**src/load_pkg.sv**
```systemverilog
`default_nettype none

package load_pkg;

  // ------------------------------
  // widths
  // ------------------------------

  // data word and result width
  localparam int unsigned XLEN       = 64;
  // virtual and physical address widths
  localparam int unsigned VLEN       = 32;
  localparam int unsigned PLEN       = 32;
  // cache index, also the page offset seen by the store unit
  localparam int unsigned IDX_W      = 12;
  localparam int unsigned TAG_W      = 20;
  // scoreboard id
  localparam int unsigned TRANS_ID_W = 3;
  // outstanding load buffer
  localparam int unsigned NR_LDBUF   = 4;
  localparam int unsigned LDBUF_ID_W = 2;
  // byte offset inside one data word
  localparam int unsigned OFFS_W     = 3;

  // ------------------------------
  // encodings
  // ------------------------------

  typedef enum logic [2:0] {
    OP_LB,
    OP_LBU,
    OP_LH,
    OP_LHU,
    OP_LW,
    OP_LWU,
    OP_LD
  } load_op_e;

  // request FSM states
  typedef enum logic [2:0] {
    ST_IDLE,
    ST_WAIT_GNT,
    ST_SEND_TAG,
    ST_WAIT_PAGE_OFFSET,
    ST_ABORT,
    ST_WAIT_TRANSLATION,
    ST_WAIT_FLUSH
  } ld_state_e;

endpackage

`default_nettype wire

```
**src/load_ctrl.sv**
```systemverilog
`timescale 1ns/1ps
`default_nettype none

module load_ctrl (
  input  logic                                 clk_i,
  input  logic                                 rst_ni,
  input  logic                                 flush_i,
  // issue side
  input  logic                                 valid_i,
  input  logic [load_pkg::TRANS_ID_W-1:0]      trans_id_i,
  input  logic [load_pkg::VLEN-1:0]            vaddr_i,
  input  load_pkg::load_op_e                   op_i,
  output logic                                 pop_ld_o,
  // translation and store-unit address check
  output logic                                 translation_req_o,
  output logic [load_pkg::IDX_W-1:0]           page_offset_o,
  input  logic [load_pkg::PLEN-1:0]            paddr_i,
  input  logic                                 dtlb_hit_i,
  input  logic                                 page_offset_matches_i,
  // cache request
  output logic                                 data_req_o,
  input  logic                                 gnt_i,
  output logic [load_pkg::IDX_W-1:0]           addr_index_o,
  output logic [load_pkg::TAG_W-1:0]           addr_tag_o,
  output logic [1:0]                           data_size_o,
  output logic [load_pkg::LDBUF_ID_W-1:0]      data_id_o,
  output logic                                 tag_valid_o,
  output logic                                 kill_req_o,
  input  logic                                 rvalid_i,
  // load buffer write side
  input  logic [load_pkg::NR_LDBUF-1:0]        slot_valid_i,
  output logic [load_pkg::NR_LDBUF-1:0]        slot_we_o,
  output logic [load_pkg::TRANS_ID_W-1:0]      wr_trans_id_o,
  output logic [load_pkg::OFFS_W-1:0]          wr_offset_o,
  output load_pkg::load_op_e                   wr_op_o,
  output logic [load_pkg::LDBUF_ID_W-1:0]      last_id_o
);
  import load_pkg::*;

  ld_state_e             state_d, state_q;
  logic                  buf_full;
  logic                  accept_req;
  logic                  in_flight;
  logic [LDBUF_ID_W-1:0] free_idx;
  logic [LDBUF_ID_W-1:0] last_id_q;

  // ------------------------------
  // free slot selection
  // ------------------------------

  assign buf_full = &slot_valid_i;

  // lowest numbered invalid slot wins
  always_comb begin : free_slot_sel
    free_idx = '0;
    for (int i = NR_LDBUF - 1; i >= 0; i--) begin
      if (!slot_valid_i[i]) begin
        free_idx = LDBUF_ID_W'(i);
      end
    end
  end

  // ------------------------------
  // request fields
  // ------------------------------

  // index goes out with the request, tag one cycle later
  assign page_offset_o = vaddr_i[IDX_W-1:0];
  assign addr_index_o  = vaddr_i[IDX_W-1:0];
  assign addr_tag_o    = paddr_i[IDX_W +: TAG_W];
  // request id is the slot that will hold the load
  assign data_id_o     = free_idx;

  always_comb begin : size_dec
    case (op_i)
      OP_LB, OP_LBU: data_size_o = 2'd0;
      OP_LH, OP_LHU: data_size_o = 2'd1;
      OP_LW, OP_LWU: data_size_o = 2'd2;
      default:       data_size_o = 2'd3;
    endcase
  end

  // metadata captured by the selected slot
  assign wr_trans_id_o = trans_id_i;
  assign wr_offset_o   = vaddr_i[OFFS_W-1:0];
  assign wr_op_o       = op_i;

  // a load granted in the flush cycle gets killed, so do not track it
  always_comb begin : slot_write
    slot_we_o           = '0;
    slot_we_o[free_idx] = pop_ld_o && !flush_i;
  end

  // ------------------------------
  // request FSM
  // ------------------------------

  always_comb begin : load_fsm
    state_d           = state_q;
    translation_req_o = 1'b0;
    data_req_o        = 1'b0;
    tag_valid_o       = 1'b0;
    kill_req_o        = 1'b0;
    pop_ld_o          = 1'b0;
    accept_req        = valid_i && !buf_full;

    case (state_q)
      // SEND_TAG drives the tag and can take the next load in the same cycle
      ST_IDLE, ST_SEND_TAG: begin
        tag_valid_o = (state_q == ST_SEND_TAG);
        state_d     = ST_IDLE;
        if (accept_req) begin
          // translate early, the address check runs in parallel
          translation_req_o = 1'b1;
          if (page_offset_matches_i) begin
            state_d = ST_WAIT_PAGE_OFFSET;
          end else begin
            data_req_o = 1'b1;
            if (!gnt_i) begin
              state_d = ST_WAIT_GNT;
            end else if (!dtlb_hit_i) begin
              state_d = ST_ABORT;
            end else begin
              state_d  = ST_SEND_TAG;
              pop_ld_o = 1'b1;
            end
          end
        end
      end

      // older store to the same page offset still pending
      ST_WAIT_PAGE_OFFSET: begin
        if (!page_offset_matches_i) begin
          state_d = ST_WAIT_GNT;
        end
      end

      ST_WAIT_GNT: begin
        // hold both requests until the cache grants
        translation_req_o = 1'b1;
        data_req_o        = 1'b1;
        if (gnt_i) begin
          if (!dtlb_hit_i) begin
            state_d = ST_ABORT;
          end else begin
            state_d  = ST_SEND_TAG;
            pop_ld_o = 1'b1;
          end
        end
      end

      // tlb miss at grant, release the cache for the page walker
      ST_ABORT: begin
        kill_req_o  = 1'b1;
        tag_valid_o = 1'b1;
        state_d     = ST_WAIT_TRANSLATION;
      end

      ST_WAIT_TRANSLATION: begin
        translation_req_o = 1'b1;
        if (dtlb_hit_i) begin
          state_d = ST_WAIT_GNT;
        end
      end

      // kill whatever was granted in the flush cycle
      ST_WAIT_FLUSH: begin
        kill_req_o  = 1'b1;
        tag_valid_o = 1'b1;
        state_d     = ST_IDLE;
      end

      default: begin
        state_d = ST_IDLE;
      end
    endcase

    // extra kill cycle only if a request or response may still be in flight
    in_flight = (state_q != ST_IDLE) || data_req_o || (|slot_valid_i) || rvalid_i;
    if (flush_i && in_flight) begin
      state_d = ST_WAIT_FLUSH;
    end
  end

  always_ff @(posedge clk_i or negedge rst_ni) begin : ctrl_regs
    if (!rst_ni) begin
      state_q   <= ST_IDLE;
      last_id_q <= '0;
    end else begin
      state_q <= state_d;
      // id of the last granted request, target of a later kill
      if (data_req_o && gnt_i) begin
        last_id_q <= free_idx;
      end
    end
  end

  assign last_id_o = last_id_q;

endmodule

`default_nettype wire

```
**src/ldbuf_slot.sv**
```systemverilog
`timescale 1ns/1ps
`default_nettype none

module ldbuf_slot (
  input  logic                            clk_i,
  input  logic                            rst_ni,
  input  logic                            flush_i,
  input  logic                            we_i,
  input  logic                            release_i,
  input  logic [load_pkg::TRANS_ID_W-1:0] trans_id_i,
  input  logic [load_pkg::OFFS_W-1:0]     offset_i,
  input  load_pkg::load_op_e              op_i,
  output logic                            valid_o,
  output logic                            flushed_o,
  output logic [load_pkg::TRANS_ID_W-1:0] trans_id_o,
  output logic [load_pkg::OFFS_W-1:0]     offset_o,
  output load_pkg::load_op_e              op_o
);
  import load_pkg::*;

  logic                  valid_q;
  logic                  flushed_q;
  logic [TRANS_ID_W-1:0] trans_id_q;
  logic [OFFS_W-1:0]     offset_q;
  load_op_e              op_q;

  // occupancy flags, a new load overrides a release of the old one
  always_ff @(posedge clk_i or negedge rst_ni) begin : flag_regs
    if (!rst_ni) begin
      valid_q   <= 1'b0;
      flushed_q <= 1'b0;
    end else if (we_i) begin
      valid_q   <= 1'b1;
      flushed_q <= 1'b0;
    end else begin
      if (release_i) begin
        valid_q <= 1'b0;
      end
      // response still expected but must not retire
      if (flush_i && valid_q) begin
        flushed_q <= 1'b1;
      end
    end
  end

  // load metadata
  always_ff @(posedge clk_i) begin : meta_regs
    if (we_i) begin
      trans_id_q <= trans_id_i;
      offset_q   <= offset_i;
      op_q       <= op_i;
    end
  end

  assign valid_o    = valid_q;
  assign flushed_o  = flushed_q;
  assign trans_id_o = trans_id_q;
  assign offset_o   = offset_q;
  assign op_o       = op_q;

endmodule

`default_nettype wire

```
**src/load_align.sv**
```systemverilog
`timescale 1ns/1ps
`default_nettype none

module load_align (
  input  logic                                                 rvalid_i,
  input  logic [load_pkg::LDBUF_ID_W-1:0]                      rid_i,
  input  logic [load_pkg::XLEN-1:0]                            rdata_i,
  input  logic                                                 kill_req_i,
  input  logic [load_pkg::LDBUF_ID_W-1:0]                      last_id_i,
  input  logic [load_pkg::NR_LDBUF-1:0]                        slot_valid_i,
  input  logic [load_pkg::NR_LDBUF-1:0]                        slot_flushed_i,
  input  logic [load_pkg::NR_LDBUF-1:0][load_pkg::TRANS_ID_W-1:0] slot_trans_id_i,
  input  logic [load_pkg::NR_LDBUF-1:0][load_pkg::OFFS_W-1:0]  slot_offset_i,
  input  load_pkg::load_op_e [load_pkg::NR_LDBUF-1:0]          slot_op_i,
  output logic [load_pkg::NR_LDBUF-1:0]                        slot_release_o,
  output logic                                                 valid_o,
  output logic [load_pkg::TRANS_ID_W-1:0]                      trans_id_o,
  output logic [load_pkg::XLEN-1:0]                            result_o
);
  import load_pkg::*;

  load_op_e            sel_op;
  logic [OFFS_W-1:0]   sel_offset;
  logic [OFFS_W-1:0]   sign_offset;
  logic [XLEN/8-1:0]   sign_bits;
  logic                is_signed;
  logic                sign_bit;
  logic [XLEN-1:0]     shifted_data;

  // ------------------------------
  // retire
  // ------------------------------

  assign sel_op     = slot_op_i[rid_i];
  assign sel_offset = slot_offset_i[rid_i];
  assign trans_id_o = slot_trans_id_i[rid_i];

  // every response frees its slot
  always_comb begin : release_sel
    slot_release_o        = '0;
    slot_release_o[rid_i] = rvalid_i;
  end

  // drop flushed loads and the one being killed right now
  assign valid_o = rvalid_i && slot_valid_i[rid_i] && !slot_flushed_i[rid_i]
                   && !(kill_req_i && (rid_i == last_id_i));

  // ------------------------------
  // format
  // ------------------------------

  assign shifted_data = rdata_i >> {sel_offset, 3'b000};

  // top bit of every byte of the raw word
  for (genvar i = 0; i < XLEN / 8; i++) begin : gen_sign_bits
    assign sign_bits[i] = rdata_i[8*i+7];
  end

  // sign byte picked from the raw word, next to the shifter
  always_comb begin : sign_sel
    case (sel_op)
      OP_LW, OP_LWU: sign_offset = sel_offset + OFFS_W'(3);
      OP_LH, OP_LHU: sign_offset = sel_offset + OFFS_W'(1);
      default:       sign_offset = sel_offset;
    endcase
  end

  assign is_signed = sel_op inside {OP_LB, OP_LH, OP_LW};
  // unsigned loads pull the fill to zero
  assign sign_bit  = is_signed & sign_bits[sign_offset];

  always_comb begin : result_mux
    case (sel_op)
      OP_LW, OP_LWU: result_o = {{(XLEN - 32){sign_bit}}, shifted_data[31:0]};
      OP_LH, OP_LHU: result_o = {{(XLEN - 16){sign_bit}}, shifted_data[15:0]};
      OP_LB, OP_LBU: result_o = {{(XLEN - 8){sign_bit}}, shifted_data[7:0]};
      default:       result_o = shifted_data;
    endcase
  end

endmodule

`default_nettype wire

```
**src/load_unit.sv**
```systemverilog
`timescale 1ns/1ps
`default_nettype none

module load_unit (
  input  logic                            clk_i,
  input  logic                            rst_ni,
  input  logic                            flush_i,
  // issue side
  input  logic                            valid_i,
  input  logic [load_pkg::TRANS_ID_W-1:0] trans_id_i,
  input  logic [load_pkg::VLEN-1:0]       vaddr_i,
  input  load_pkg::load_op_e              op_i,
  output logic                            pop_ld_o,
  // translation
  output logic                            translation_req_o,
  output logic [load_pkg::IDX_W-1:0]      page_offset_o,
  input  logic [load_pkg::PLEN-1:0]       paddr_i,
  input  logic                            dtlb_hit_i,
  input  logic                            page_offset_matches_i,
  // cache port
  output logic                            data_req_o,
  input  logic                            gnt_i,
  output logic [load_pkg::IDX_W-1:0]      addr_index_o,
  output logic [load_pkg::TAG_W-1:0]      addr_tag_o,
  output logic [1:0]                      data_size_o,
  output logic [load_pkg::LDBUF_ID_W-1:0] data_id_o,
  output logic                            tag_valid_o,
  output logic                            kill_req_o,
  input  logic                            rvalid_i,
  input  logic [load_pkg::LDBUF_ID_W-1:0] rid_i,
  input  logic [load_pkg::XLEN-1:0]       rdata_i,
  // writeback
  output logic                            valid_o,
  output logic [load_pkg::TRANS_ID_W-1:0] trans_id_o,
  output logic [load_pkg::XLEN-1:0]       result_o
);
  import load_pkg::*;

  // slot write side
  logic [NR_LDBUF-1:0]                 slot_we;
  logic [TRANS_ID_W-1:0]               wr_trans_id;
  logic [OFFS_W-1:0]                   wr_offset;
  load_op_e                            wr_op;
  logic [LDBUF_ID_W-1:0]               last_id;
  // slot state
  logic [NR_LDBUF-1:0]                 slot_valid;
  logic [NR_LDBUF-1:0]                 slot_flushed;
  logic [NR_LDBUF-1:0]                 slot_release;
  logic [NR_LDBUF-1:0][TRANS_ID_W-1:0] slot_trans_id;
  logic [NR_LDBUF-1:0][OFFS_W-1:0]     slot_offset;
  load_op_e [NR_LDBUF-1:0]             slot_op;

  load_ctrl u_ctrl (
    .clk_i                 (clk_i),
    .rst_ni                (rst_ni),
    .flush_i               (flush_i),
    .valid_i               (valid_i),
    .trans_id_i            (trans_id_i),
    .vaddr_i               (vaddr_i),
    .op_i                  (op_i),
    .pop_ld_o              (pop_ld_o),
    .translation_req_o     (translation_req_o),
    .page_offset_o         (page_offset_o),
    .paddr_i               (paddr_i),
    .dtlb_hit_i            (dtlb_hit_i),
    .page_offset_matches_i (page_offset_matches_i),
    .data_req_o            (data_req_o),
    .gnt_i                 (gnt_i),
    .addr_index_o          (addr_index_o),
    .addr_tag_o            (addr_tag_o),
    .data_size_o           (data_size_o),
    .data_id_o             (data_id_o),
    .tag_valid_o           (tag_valid_o),
    .kill_req_o            (kill_req_o),
    .rvalid_i              (rvalid_i),
    .slot_valid_i          (slot_valid),
    .slot_we_o             (slot_we),
    .wr_trans_id_o         (wr_trans_id),
    .wr_offset_o           (wr_offset),
    .wr_op_o               (wr_op),
    .last_id_o             (last_id)
  );

  // outstanding load buffer
  for (genvar g = 0; g < NR_LDBUF; g++) begin : gen_ldbuf
    ldbuf_slot u_slot (
      .clk_i      (clk_i),
      .rst_ni     (rst_ni),
      .flush_i    (flush_i),
      .we_i       (slot_we[g]),
      .release_i  (slot_release[g]),
      .trans_id_i (wr_trans_id),
      .offset_i   (wr_offset),
      .op_i       (wr_op),
      .valid_o    (slot_valid[g]),
      .flushed_o  (slot_flushed[g]),
      .trans_id_o (slot_trans_id[g]),
      .offset_o   (slot_offset[g]),
      .op_o       (slot_op[g])
    );
  end

  load_align u_align (
    .rvalid_i        (rvalid_i),
    .rid_i           (rid_i),
    .rdata_i         (rdata_i),
    .kill_req_i      (kill_req_o),
    .last_id_i       (last_id),
    .slot_valid_i    (slot_valid),
    .slot_flushed_i  (slot_flushed),
    .slot_trans_id_i (slot_trans_id),
    .slot_offset_i   (slot_offset),
    .slot_op_i       (slot_op),
    .slot_release_o  (slot_release),
    .valid_o         (valid_o),
    .trans_id_o      (trans_id_o),
    .result_o        (result_o)
  );

endmodule

`default_nettype wire

```
**config.mk**
```make
export PLATFORM = sky130hd
export DESIGN_NAME = load_unit
export DESIGN_NICKNAME = d
export VERILOG_FILES = /design/src/load_pkg.sv /design/src/load_ctrl.sv /design/src/ldbuf_slot.sv /design/src/load_align.sv /design/src/load_unit.sv
export SDC_FILE = /design/constraint.sdc
export NUM_CORES = 1
export LEC_CHECK = 0
export BUFFER_PORTS_ARGS = -buffer_cell sky130_fd_sc_hd__buf_2
export CORE_MARGIN = 1.5
export CORE_UTILIZATION = 42
export DETAILED_ROUTE_END_ITERATION = 7
export PLACE_DENSITY = 0.86
export SKIP_LAST_GASP = 1
export SYNTH_ARGS = -nofsm -noshare
export SYNTH_HDL_FRONTEND = slang
export SYNTH_SLANG_ARGS = --single-unit
export TNS_END_PERCENT = 100
```
**constraint.sdc**
```tcl
create_clock -name clk_i -period 3.7 [get_ports clk_i]
set_clock_uncertainty 0.05 [all_clocks]
set_input_delay 0.37 -clock clk_i [delete_from_list [all_inputs] [get_ports clk_i]]
set_output_delay 0.37 -clock clk_i [all_outputs]
set_load 0.05 [all_outputs]
```
==> flow_summary_export.csv <==
group,metric,value,unit
sta,slew_headroom,0.337,
sta,tightest_slew,991,ps
drt,first_pass_iters,5,
clock_network,clk_latency,280,ps
die,dieWidth,112,um
die,start_util,0.434,
logic_synthesis,yosys_most_used_dff,"edfxtp_1",
drt,vias_per_cell,6.13,
clock_network,cts_tree,"built",
critical_path,required,3280,ps
sta,final-setup-viol-count,0,
critical_path,critPathSlowestCell,"mux4_4",
logic_synthesis,ys_ff_latch,49,
pwr,powerDensity,385,nW/um2
global_routing,antenna_found_initial,0,
run,drv_cap,0,
global_routing,overflow,0,
logic_synthesis,yosysTopAreaCell,"edfxtp_1",
drt,final_antenna_net_count,0,
critical_path,crit_chain,"mux4_4, fa_2, a211o_1, a21oi_1, or4_4, buf_12, a31oi_2, buf_4",
clock_network,clock_sink_count,49,
layout,regArea,1410,um2
sta,fmax,0.273,GHz
layout,nFillCells,1001,
die,die-area,12500,um2
layout,area_growth,27.9,%
sta,rsz0062_at_grt,"yes",
sta,hold_viol,0,
clock_network,cts_buffer_depth,2,
critical_path,crit_path_max_fanout,14,
critical_path,cp.arrival,3240,ps
global_routing,grt_max_degree,62,
logic_synthesis,synth.top_cells.by_area,"edfxtp_1, mux2i_1, buf_4, mux4_2, dfrtp_1",
logic_synthesis,netlist_area,4980,um2
logic_synthesis,yosys_warnings,0,
clock_network,clockRootBuffer,"clkbuf_16",
global_routing,grt_pass1_vias,4752,
logic_synthesis,yosys-top-cells-count,"mux2i_1, nand2_1, buf_4",
logic_synthesis,synth_top_area_frac,0.217,
logic_synthesis,ys_types,54,
logic_synthesis,avgSynthCellArea,8.89,um2
clock_network,clkTransAtPathRegs,60,ps
logic_synthesis,seq_area_frac_synth,0.282,
logic_synthesis,yosysMostFrequentCell,"mux2i_1",
layout,antenna_cells,0,
pwr,ir_drop,0.000373,V
global_routing,grt_pass1_wl,24.4,mm
clock_network,htree_levels,2,
drt,drc,0,
logic_synthesis,synth-edff-count,36,
logic_synthesis,synth_cells,560,
placed_design,place_congestion,0.968,
pwr,power.total,2.45,mW
drt,drt_iter0_drc,426,
min_path,holdCritPathClass,"in2reg",
placed_design,placed_cell_area,6060,um2
sta,slew_violations,0,
clock_network,cts_buffers,5,
drt,wl,15.6,mm
layout,multi_input_area,3290,um2
sta,post-route-period-util,0.989,
die,ioPinCount,265,
critical_path,crit_path_end_kind,"output pin",
logic_synthesis,syn_nets,705,
sta,period_needed,3660,ps
critical_path,max_stage_delay,640,ps
critical_path,critPathLaunchType,"flop",
placed_design,io_buffers,165,
critical_path,path_class,"reg2out",
die,die-height,112,um
clock_network,post-cts-setup-buffers,0,
layout,fin_area,6370,um2
layout,drive_gt1_frac,0.426,
die,row_count,39,
placed_design,hpwlAfterDp,11.5,mm
pwr,power_leakage,2.83,nW
drt,wire_per_inst,19.2,um
die,core_area,11500,um2
logic_synthesis,synth-async-reset-ratio,0.265,
outcome,status,"completed",
global_routing,grt.total_usage,0.239,
drt,via_count,4965,
layout,final_nets,811,
-- cells in the final DEF, fill, tap and decap left out, types with 13 or more instances in the layout --
master	instances
dfrtp_1	13
edfxtp_1	36
nor2_1	26
nor2b_1	19
nand2_1	54
mux4_2	14
o21ai_0	20
buf_4	46
buf_2	136
nand3_1	15
mux2i_1	64
a21oi_1	17
a211oi_1	35
-- cells by family (layout without fill, tap and decap cells) --
| family | count (synthesis) | count (layout) | share of synthesized area |
|---|---|---|---|
| xor gates and xnor gates | 2 | 2 | 0.00503 |
| AOI/OAI and AO/OA | 151 | 151 | 0.214 |
| buffers and inverters | 105 | 212 | 0.121 |
| muxes | 85 | 85 | 0.210 |
| and+or+nand+nor | 167 | 167 | 0.164 |
| DFF | 49 | 49 | 0.282 |
| adders and majority gates | 1 | 1 | 0.00402 |
-- area by class of cell --
type | instances | share of cell area
multi-input cells | 406 | 0.517
flip-flops and latches | 49 | 0.221
repair buffers | 197 | 0.199
well taps | 143 | 0.0281
clock buffers | 5 | 0.0197
clock inverters | 3 | 0.0108
inverters | 7 | 0.00452
-- metal layers --
metal / vias to the layer above / wire length (um) / GRT usage
li1: 2269 / - / -
met5: - / 0 / 0
met1: 2370 / 6070 / 0.290
met2: 293 / 7920 / 0.433
met4: 0 / 412 / 0.0743
met3: 33 / 1150 / 0.0370
-- power breakdown --
| group | switching [mW] | internal (mW) | total, mW |
|---|---|---|---|
| logic | 0.838 | 0.396 | 1.23 |
| clock network | 0.189 | 0.389 | 0.578 |
| registers | 0.0297 | 0.611 | 0.641 |
-- final timing paths --
check	from	endpoint	slack, ps	cells after the start
worst min register to register	gen_ldbuf[3].u_slot.flushed_o$_DFFE_PN0P_	gen_ldbuf[3].u_slot.flushed_o$_DFFE_PN0P_	470	2
worst max register to register	u_ctrl.state_q[2]$_DFFE_PN0P_	gen_ldbuf[3].u_slot.op_o[1]$_DFFE_PP_	1140	5
worst min-delay path	trans_id_i[2]	gen_ldbuf[3].u_slot.trans_id_o[2]$_DFFE_PP_	240	1
max in group asynchronous	rst_ni	gen_ldbuf[0].u_slot.valid_o$_DFFE_PN0P_	2920	2
worst max-delay path	gen_ldbuf[3].u_slot.offset_o[1]$_DFFE_PP_	result_o[13]	40	8
min in group asynchronous	rst_ni	gen_ldbuf[2].u_slot.flushed_o$_DFFE_PN0P_	450	2
-- worst max-delay path, delay by kind of cell (launching register included) --
| family | cells | cell delay (ps) |
|---|---|---|
| multiplexers | 1 | 640 |
| adder cells (fa/ha/maj) | 1 | 610 |
| AND/OR/NAND/NOR | 1 | 550 |
| buffers and inverters | 2 | 430 |
| flip-flops | 1 | 360 |
| AO/OA/AOI/OAI | 3 | 350 |
-- sequential cells by signal (all words and copies together), names as in the netlist --
register / count
gen_ldbuf.u_slot.offset_o: 12
gen_ldbuf.u_slot.op_o: 12
gen_ldbuf.u_slot.trans_id_o: 12
gen_ldbuf.u_slot.flushed_o: 4
gen_ldbuf.u_slot.valid_o: 4
u_ctrl.state_q: 3
u_ctrl.last_id_o: 2
-- metrics by stage --
stage / cells / util / setup slack (ps) / TNS, ps / hold slack (ps)
final: 810 / 0.555 / 42.4 / 0 / 244
after global routing: 810 / 0.555 / -41.6 / -362 / 249
after CTS: 809 / 0.551 / -9.96 / -9.96 / 244
after detailed placement: 800 / 0.528 / 15.2 / 0 / 221
after global placement: 800 / 0.528 / 55.0 / 0 / 221
after floorplan: 560 / - / -221 / -7190 / 24.4
-- what timing repair did --
action / CTS / global route
resized for setup: 24 / 7
gates cloned: 0 / 1
setup endpoints to repair: 24 / 47
pin swaps: 0 / 1
endpoints found under the hold margin: 13 / 0
hold buffers: 1 / 0
No activity file was read; power rests on OpenSTA's default activity.
